**src/rtl/wb_master_settings.svh**
```systemverilog
// ========================================
// bus widths and burst length shared by the Wishbone master,
// its package and its testbench
// include this header wherever a width or the burst length is needed
// ========================================

`ifndef WB_MASTER_SETTINGS_SVH
`define WB_MASTER_SETTINGS_SVH

// byte address width on the bus
`define WB_ADDR_W 32

// data width on the bus, one word per beat
`define WB_DATA_W 32

// one select bit per byte lane
`define WB_SEL_W 4

// words in one cache line, fetched as a wrapping burst
`define WB_BURST_LEN 4

`endif

```
**src/rtl/wb_master_pkg.sv**
```systemverilog
// ========================================
// types shared by the Wishbone master RTL and its testbench
// import with wb_master_pkg::* inside a module body
// ========================================

`include "wb_master_settings.svh"

package wb_master_pkg;

    // bus sequencer states, a burst walks BURST1 to BURST3 then WAIT_ACK
    typedef enum logic [2:0] {
        ST_IDLE     = 3'd0,
        ST_BURST1   = 3'd1,
        ST_BURST2   = 3'd2,
        ST_BURST3   = 3'd3,
        ST_WAIT_ACK = 3'd4
    } wb_state_e;

    // which cache owns the access currently on the bus
    typedef enum logic [1:0] {
        SRC_NONE   = 2'd0,
        SRC_ICACHE = 2'd1,
        SRC_DCACHE = 2'd2
    } req_src_e;

    // instruction fetch request, reads only
    typedef struct packed {
        logic                   req;
        logic                   qword;
        logic [`WB_ADDR_W-1:0]  address;
    } icache_req_t;

    // data cache request, byte_enable only matters for writes
    typedef struct packed {
        logic                   req;
        logic                   qword;
        logic                   write;
        logic [`WB_SEL_W-1:0]   byte_enable;
        logic [`WB_ADDR_W-1:0]  address;
        logic [`WB_DATA_W-1:0]  write_data;
    } dcache_req_t;

    // the winning request as seen by the sequencer
    typedef struct packed {
        logic                   valid;
        logic                   we;
        logic                   qword;
        logic [`WB_SEL_W-1:0]   sel;
        logic [`WB_ADDR_W-1:0]  address;
        logic [`WB_DATA_W-1:0]  write_data;
    } bus_req_t;

    // Wishbone master outputs
    typedef struct packed {
        logic [`WB_ADDR_W-1:0]  adr;
        logic [`WB_SEL_W-1:0]   sel;
        logic                   we;
        logic [`WB_DATA_W-1:0]  dat;
        logic                   cyc;
        logic                   stb;
    } wb_out_t;

endpackage

```
**src/rtl/wb_request_arbiter.sv**
```systemverilog
// ========================================
// picks between instruction and data cache requests
// data requests always win over a pending instruction fetch
// returns read acks and write launches as ready pulses
// ========================================

`timescale 1ns/1ns

`include "wb_master_settings.svh"

module wb_request_arbiter
(
    input  logic                        i_clk,
    input  logic                        quick_n_reset,
    input  wb_master_pkg::icache_req_t  i_icache,
    input  wb_master_pkg::dcache_req_t  i_dcache,
    input  logic                        i_launch,
    input  logic                        i_read_ack,
    input  logic                        i_access_done,
    input  logic [`WB_DATA_W-1:0]       i_wb_dat,
    output wb_master_pkg::bus_req_t     o_bus_req,
    output logic                        o_icache_ready,
    output logic                        o_dcache_ready,
    output logic [`WB_DATA_W-1:0]       o_icache_read_data,
    output logic [`WB_DATA_W-1:0]       o_dcache_read_data
);

    import wb_master_pkg::*;

    // held copy of an instruction fetch, kept until its access completes
    logic                   icache_pend_r;
    logic                   icache_qword_r;
    logic [`WB_ADDR_W-1:0]  icache_addr_r;

    // source that owns the bus from launch until access_done
    req_src_e               src_r;

    // instruction request as offered this cycle, live or from the hold
    logic                   icache_valid_c;
    logic                   icache_qword_c;
    logic [`WB_ADDR_W-1:0]  icache_addr_c;

    // a live fetch request is new only while the icache is not being served
    logic                   icache_new_c;

    assign icache_new_c   = i_icache.req && (src_r != SRC_ICACHE);
    assign icache_valid_c = icache_pend_r || i_icache.req;
    assign icache_qword_c = icache_pend_r ? icache_qword_r : i_icache.qword;
    assign icache_addr_c  = icache_pend_r ? icache_addr_r : i_icache.address;

    // ========================================
    // request selection
    // ========================================

    always_comb
    begin
        if (i_dcache.req)
        begin
            o_bus_req.valid      = 1'b1;
            o_bus_req.we         = i_dcache.write;
            // bursts are reads only
            o_bus_req.qword      = i_dcache.qword && !i_dcache.write;
            o_bus_req.sel        = i_dcache.write ? i_dcache.byte_enable : '1;
            o_bus_req.address    = i_dcache.address;
            o_bus_req.write_data = i_dcache.write_data;
        end
        else
        begin
            o_bus_req.valid      = icache_valid_c;
            o_bus_req.we         = 1'b0;
            o_bus_req.qword      = icache_qword_c;
            o_bus_req.sel        = '1;
            o_bus_req.address    = icache_addr_c;
            o_bus_req.write_data = '0;
        end
    end

    // ========================================
    // pending fetch and owner tracking
    // ========================================

    always_ff @(posedge i_clk)
    begin
        if (!quick_n_reset)
        begin
            icache_pend_r <= 1'b0;
            src_r         <= SRC_NONE;
        end
        else
        begin
            // the old fetch is still on req during its last ack, so clear wins here
            if (i_access_done && (src_r == SRC_ICACHE))
                icache_pend_r <= 1'b0;
            else if (icache_new_c)
                icache_pend_r <= 1'b1;

            // launch happens only in idle and access_done only in wait-ack
            if (i_launch)
                src_r <= i_dcache.req ? SRC_DCACHE : SRC_ICACHE;
            else if (i_access_done)
                src_r <= SRC_NONE;
        end
    end

    // fetch fields are captured on the first cycle the request shows up
    always_ff @(posedge i_clk)
    begin
        if (!icache_pend_r && icache_new_c)
        begin
            icache_qword_r <= i_icache.qword;
            icache_addr_r  <= i_icache.address;
        end
    end

    // ========================================
    // ready pulses and read data
    // ========================================

    assign o_icache_ready = i_read_ack && (src_r == SRC_ICACHE);

    // posted write, the data cache is released as soon as the write starts
    assign o_dcache_ready = (i_read_ack && (src_r == SRC_DCACHE))
                         || (i_launch && o_bus_req.we);

    // both caches see the bus data, the ready pulse says who owns it
    assign o_icache_read_data = i_wb_dat;
    assign o_dcache_read_data = i_wb_dat;

endmodule

```
**src/rtl/wb_cycle_sequencer.sv**
```systemverilog
// ========================================
// Wishbone bus state machine for the cache master
// loads the bus registers from the selected request in idle,
// steps wrapping burst addresses on each ack and ends the cycle
// reports launch, read acks and the end of each access
// ========================================

`timescale 1ns/1ns

`include "wb_master_settings.svh"

module wb_cycle_sequencer
(
    input  logic                     i_clk,
    input  logic                     quick_n_reset,
    input  wb_master_pkg::bus_req_t  i_bus_req,
    input  logic                     i_wb_ack,
    output wb_master_pkg::wb_out_t   o_wb,
    output logic                     o_launch,
    output logic                     o_read_ack,
    output logic                     o_access_done
);

    import wb_master_pkg::*;

    // word index bits inside a cache line, bits 3 to 2 for four words
    localparam int BEAT_W = $clog2(`WB_BURST_LEN);

    wb_state_e              state_r;

    // control outputs, cleared by reset
    logic                   wb_stb_r;
    logic                   wb_we_r;

    // address and data payload, only meaningful while stb is high
    logic [`WB_ADDR_W-1:0]  wb_adr_r;
    logic [`WB_SEL_W-1:0]   wb_sel_r;
    logic [`WB_DATA_W-1:0]  wb_dat_r;

    // an ack that moves a burst on to the next word
    logic                   burst_step_c;

    // the low address bits point at the lowest enabled lane
    // full-word and odd patterns fall back to lane 0
    function automatic logic [1:0] lane_offset(input logic [`WB_SEL_W-1:0] sel);
        logic [1:0] offset;
        case (sel)
            4'b0001: offset = 2'd0;
            4'b0010: offset = 2'd1;
            4'b0100: offset = 2'd2;
            4'b1000: offset = 2'd3;
            4'b0011: offset = 2'd0;
            4'b1100: offset = 2'd2;
            default: offset = 2'd0;
        endcase
        return offset;
    endfunction

    // a new access may only start from idle, which is never the cycle after stb
    assign o_launch      = (state_r == ST_IDLE) && i_bus_req.valid;
    assign o_read_ack    = i_wb_ack && wb_stb_r && !wb_we_r;
    assign o_access_done = (state_r == ST_WAIT_ACK) && i_wb_ack;

    assign burst_step_c  = i_wb_ack && ((state_r == ST_BURST1)
                                     || (state_r == ST_BURST2)
                                     || (state_r == ST_BURST3));

    // ========================================
    // state and control outputs
    // ========================================

    always_ff @(posedge i_clk)
    begin
        if (!quick_n_reset)
        begin
            state_r  <= ST_IDLE;
            wb_stb_r <= 1'b0;
            wb_we_r  <= 1'b0;
        end
        else
        begin
            case (state_r)
                ST_IDLE:
                begin
                    if (o_launch)
                    begin
                        wb_stb_r <= 1'b1;
                        wb_we_r  <= i_bus_req.we;
                        // only reads fill a whole line
                        if (i_bus_req.qword && !i_bus_req.we)
                            state_r <= ST_BURST1;
                        else
                            state_r <= ST_WAIT_ACK;
                    end
                end

                // stb stays up through the burst, each ack moves one state on
                ST_BURST1:
                    if (i_wb_ack)
                        state_r <= ST_BURST2;

                ST_BURST2:
                    if (i_wb_ack)
                        state_r <= ST_BURST3;

                ST_BURST3:
                    if (i_wb_ack)
                        state_r <= ST_WAIT_ACK;

                // last or only word, the cycle ends on its ack
                ST_WAIT_ACK:
                    if (i_wb_ack)
                    begin
                        state_r  <= ST_IDLE;
                        wb_stb_r <= 1'b0;
                        wb_we_r  <= 1'b0;
                    end

                default:
                begin
                    state_r  <= ST_IDLE;
                    wb_stb_r <= 1'b0;
                    wb_we_r  <= 1'b0;
                end
            endcase
        end
    end

    // ========================================
    // address, select and write data
    // ========================================

    always_ff @(posedge i_clk)
    begin
        if (o_launch)
        begin
            wb_adr_r <= {i_bus_req.address[`WB_ADDR_W-1:2], lane_offset(i_bus_req.sel)};
            wb_sel_r <= i_bus_req.sel;
            wb_dat_r <= i_bus_req.write_data;
        end
        else if (burst_step_c)
        begin
            // wrap inside the line, the upper address bits never change
            wb_adr_r[BEAT_W+1:2] <= wb_adr_r[BEAT_W+1:2] + 1'b1;
        end
    end

    // cycle and strobe rise and fall together
    assign o_wb.adr = wb_adr_r;
    assign o_wb.sel = wb_sel_r;
    assign o_wb.we  = wb_we_r;
    assign o_wb.dat = wb_dat_r;
    assign o_wb.cyc = wb_stb_r;
    assign o_wb.stb = wb_stb_r;

endmodule

```
**src/rtl/wb_master_top.sv**
```systemverilog
// ========================================
// cache-side Wishbone master of the core
// instruction and data caches in, one Wishbone master port out
// the arbiter chooses the access, the sequencer runs the bus cycle
// ========================================

`timescale 1ns/1ns

`include "wb_master_settings.svh"

module wb_master_top
(
    input  logic                        i_clk,
    input  logic                        quick_n_reset,

    // instruction cache side
    input  wb_master_pkg::icache_req_t  i_icache,
    output logic                        o_icache_ready,
    output logic [`WB_DATA_W-1:0]       o_icache_read_data,

    // data cache side
    input  wb_master_pkg::dcache_req_t  i_dcache,
    output logic                        o_dcache_ready,
    output logic [`WB_DATA_W-1:0]       o_dcache_read_data,

    // Wishbone bus
    output wb_master_pkg::wb_out_t      o_wb,
    input  logic [`WB_DATA_W-1:0]       i_wb_dat,
    input  logic                        i_wb_ack
);

    import wb_master_pkg::*;

    // selected access from the arbiter
    bus_req_t  bus_req;

    // progress pulses back from the sequencer
    logic      launch;
    logic      read_ack;
    logic      access_done;

    wb_request_arbiter u_arbiter
    (
        .i_clk              (i_clk),
        .quick_n_reset      (quick_n_reset),
        .i_icache           (i_icache),
        .i_dcache           (i_dcache),
        .i_launch           (launch),
        .i_read_ack         (read_ack),
        .i_access_done      (access_done),
        .i_wb_dat           (i_wb_dat),
        .o_bus_req          (bus_req),
        .o_icache_ready     (o_icache_ready),
        .o_dcache_ready     (o_dcache_ready),
        .o_icache_read_data (o_icache_read_data),
        .o_dcache_read_data (o_dcache_read_data)
    );

    wb_cycle_sequencer u_sequencer
    (
        .i_clk              (i_clk),
        .quick_n_reset      (quick_n_reset),
        .i_bus_req          (bus_req),
        .i_wb_ack           (i_wb_ack),
        .o_wb               (o_wb),
        .o_launch           (launch),
        .o_read_ack         (read_ack),
        .o_access_done      (access_done)
    );

endmodule

```
**config.mk**
```make
export PLATFORM = sky130hd
export DESIGN_NAME = wb_master_top
export DESIGN_NICKNAME = d
export VERILOG_FILES = /design/src/rtl/wb_master_pkg.sv /design/src/rtl/wb_request_arbiter.sv /design/src/rtl/wb_cycle_sequencer.sv /design/src/rtl/wb_master_top.sv
export VERILOG_INCLUDE_DIRS = /design/src /design/src/rtl
export SDC_FILE = /design/constraint.sdc
export NUM_CORES = 1
export LEC_CHECK = 0
export BUFFER_PORTS_ARGS = -buffer_cell sky130_fd_sc_hd__buf_2
export CORE_ASPECT_RATIO = 1.75
export CORE_MARGIN = 2
export CORE_UTILIZATION = 45
export CTS_CLUSTER_SIZE = 8
export DETAILED_ROUTE_END_ITERATION = 16
export GPL_ROUTABILITY_DRIVEN = 1
export GPL_TIMING_DRIVEN = 0
export PLACE_DENSITY = 0.78
export SLEW_MARGIN = 0
export SYNTH_ARGS = -nofsm -noshare
export SYNTH_HDL_FRONTEND = slang
export SYNTH_SLANG_ARGS = --single-unit
```
**constraint.sdc**
```tcl
create_clock -name i_clk -period 3.55 [get_ports i_clk]
set_input_delay 0.71 -clock i_clk [delete_from_list [all_inputs] [get_ports i_clk]]
set_output_delay 0.71 -clock i_clk [all_outputs]
set_load 0.02 [all_outputs]
```
==> results by group <==
Synth
  • XOR/XNOR Fraction of Synth Area: 0.00534
  • Synth top area share: 0.604
  • Post-synth EDFFs: 99
  • Syn nets: 516
  • Synth area leader: edfxtp_1
  • Syn. warnings: 0
  • Count leader, synth: edfxtp_1
  • Adder-cell area share of the yosys netlist: 0
  • Synth Area in Simple Gates: 0.113
  • Top post-synthesis cells by area: edfxtp_1, buf_4, mux2i_1, and2_1, o21ai_0
  • Unique cell type count in the Yosys netlist: 38
  • Ys flop type: edfxtp_1
  • Mapped Area: 4920 µm²
  • Sequential-to-total area share from yosys stat: 0.637
  • Largest family of logic cells by synthesized area: buffers and inverters
  • Synth async-reset ratio: 0
  • Mean Syn Cell Area: 13.1 µm²
  • Mux share of post-synthesis cell area: 0.0641
  • Post-synthesis register bit count: 107
  • Compound-gate portion of the synthesized area: 0.0587
  • Mapped Cells: 376
  • Post-synth top cells: edfxtp_1, buf_4, nand2_1

Cells and area
  • Utilization after layout: 0.615
  • # diodes: 0
  • Reg area: 3130 µm²
  • Multi-input gate area: 1190 µm²
  • Nets: 768
  • Filler cell count: about 850
  • Synth-to-Final Area Change: 33.7%
  • Share of layout cells above drive strength 1: 0.545

CTS
  • CTS sink cnt: 107
  • Skew-Pair Late Insertion Delay: ~340 ps
  • Post-CTS setup buffers: 0
  • Post-CTS Resized: 0
  • Post-CTS Hold Buffers: 0
  • TritonCTS clock tree: done
  • Clk buf depth: 2
  • CTS Root Cell: clkbuf_16
  • TritonCTS Buffers: 9
  • Clk slew on worst S/H paths: 70 ps
  • H-tree level count: 3

Worst setup path
  • Worst EP required: about 2800 ps
  • Worst Reg2Reg Path Length in Cells: 5
  • CP Max Fanout: 10
  • Reg-to-reg slack, setup: around 1600 ps
  • Critical path class: input pin to output port
  • CP Launch Point: i_dcache[70]
  • Startpoint Class: input pin
  • Worst Setup End Kind: output port
  • Data arrival, critical path: about 1900 ps
  • Reg-to-Reg End: u_sequencer.wb_adr_r[8]$_DFFE_PN_
  • Reg-to-Reg Start: u_sequencer.state_r[2]$_SDFFE_PN0P_

Power
  • Worst vdd ir: 292 µV
  • Power Dens Cells: approximately 540 nW/µm²
  • Leak: ~3 nW

Die
  • Die Y: approximately 140 µm
  • Die footprint: 11800 µm²
  • Die X: roughly 83 µm
  • Initial Util: 0.460
  • Number of core rows: 50
  • Core Area: about 11000 µm²
  • Num ports: 277

Flow run
  • MaxCap Viol Count: 0

Timing
  • Max-slew headroom: 0.490
  • Final hold vios: 0
  • Finish-stage setup viols: 0
  • Hold slack: 524 ps
  • Achievable Freq: 386 MHz
  • Unrepaired setup endpoints after global routing: false
  • Worst Skew: around 5.2 ps
  • Fin crit share: 0.730
  • Max-slew violations: 0
  • Worst slew pin tran: about 770 ps
  • Min cycle time layout: 2590 ps
  • Total negative slack: 0 ps

GRT
  • Grt total ovfl: 0
  • Largest net degree at the start of global routing: 45
  • Number of antenna violations at the first check in global routing: 0
  • Vias in the first global route: 3789
  • Total GRT Usage: 0.207
  • First-pass GRT wire length: 18700 µm

Worst hold path
  • Hold path cells: 1
  • Worst hold start: u_arbiter.src_r[0]$_SDFFE_PN0P_
  • Worst Hold Class: register to register
  • Worst hold endpoint: u_arbiter.src_r[0]$_SDFFE_PN0P_

Drt
  • Routed Wire Length: approximately 13000 µm
  • Routed length per instance: 16.6 µm
  • DR pass1 iterations: 5
  • DRC errors left: 0
  • Vias per cell: 4.84
  • Antenna-violating nets left: 0
  • DR iter-0 viols: 135
  • DR vias: ~3700

Placed design
  • Port Buffer Count: 240
  • GPL Wtd Cong: 0.901
  • Post-DP HPWL: roughly 10000 µm

Status
  • Outcome: complete, no violations
-- power by group --
| part | switching [mW] | internal, mW | total (mW) |
|---|---|---|---|
| Combinational | 0.581 | 0.341 | 0.921 |
| Sequential | 0.0584 | 1.64 | 1.70 |
| Clock | 0.451 | 0.480 | 0.931 |
| Total | 1.09 | 2.46 | 3.55 |
-- sequential cells by signal, indices dropped and copies added (netlist names) --
name                      cells
u_sequencer.wb_sel_r          4
u_sequencer.wb_adr_r         32
u_sequencer.wb_we_r           1
u_sequencer.wb_stb_r          1
u_arbiter.icache_pend_r       1
u_arbiter.icache_addr_r      30
u_sequencer.wb_dat_r         32
u_arbiter.icache_qword_r      1
u_arbiter.src_r               2
u_sequencer.state_r           3
-- per-stage QoR --
stage               total power, mW  setup slack [ps]  area (µm²)  cells
floorplan                      2.31               910        4920    376
global placement               2.63               232        6290    746
detailed placement             2.66               958        6310    747
CTS                            3.58               953        6580    763
global route                   3.69               872        6580    763
finish                         3.55               959        6580    763
-- per-layer routing --
metal,GRT usage,vias to the layer above,share of wire
li1,-,1772,-
met1,0.216,1696,0.36
met2,0.395,211,0.55
met3,0.0539,17,0.073
met4,0.0725,0,0.018
met5,0,-,0
-- cell type report --
type	count	share of cell area
buffer	84	0.0907
clock buffer	9	0.0342
clock inverter	7	0.00760
inverter	2	0.00114
multi-input combinational	183	0.180
sequential	107	0.476
tap	130	0.0247
timing repair buffer	241	0.186
-- cells in the final DEF (no fill, tap or decap), types with 2 or more instances in the layout --
master,n
xnor2_1,2
nand3b_1,5
mux2i_1,30
nor2_1,3
clkinv_1,2
edfxtp_1,99
dfxtp_1,8
clkbuf_16,9
buf_4,71
clkbuf_1,6
nand2b_1,4
and2_1,33
a21oi_1,5
nor2b_1,3
buf_2,246
or2_2,4
inv_6,3
nand2_1,35
a21boi_0,4
nor3_1,3
o21ai_0,34
-- cell families (layout without fill, tap and decap cells) --
| group | Yosys count | in the layout |
|---|---|---|
| DFF | 107 | 107 |
| and+or+nand+nor | 99 | 99 |
| buffers and inverters | 86 | 343 |
| AOI/OAI and AO/OA | 50 | 50 |
| muxes | 31 | 31 |
| xor gates and xnor gates | 3 | 3 |
-- critical path, stage by stage --
cell     delay, ps
buf_2           90
buf_4          170
buf_2          240
buf_2          280
nand3_1         90
o21ai_0         90
buf_2          200
-- worst max path at each step --
stage                                         endpoint  cells past startpoint
detailed placement                      o_dcache_ready                      7
global route                            o_dcache_ready                      7
global placement    u_sequencer.wb_adr_r[18]$_DFFE_PN_                      4
CTS                                     o_dcache_ready                      7
floorplan            u_sequencer.wb_adr_r[0]$_DFFE_PN_                      3
finish                                  o_dcache_ready                      7
Power figures use the tool's default switching activity.
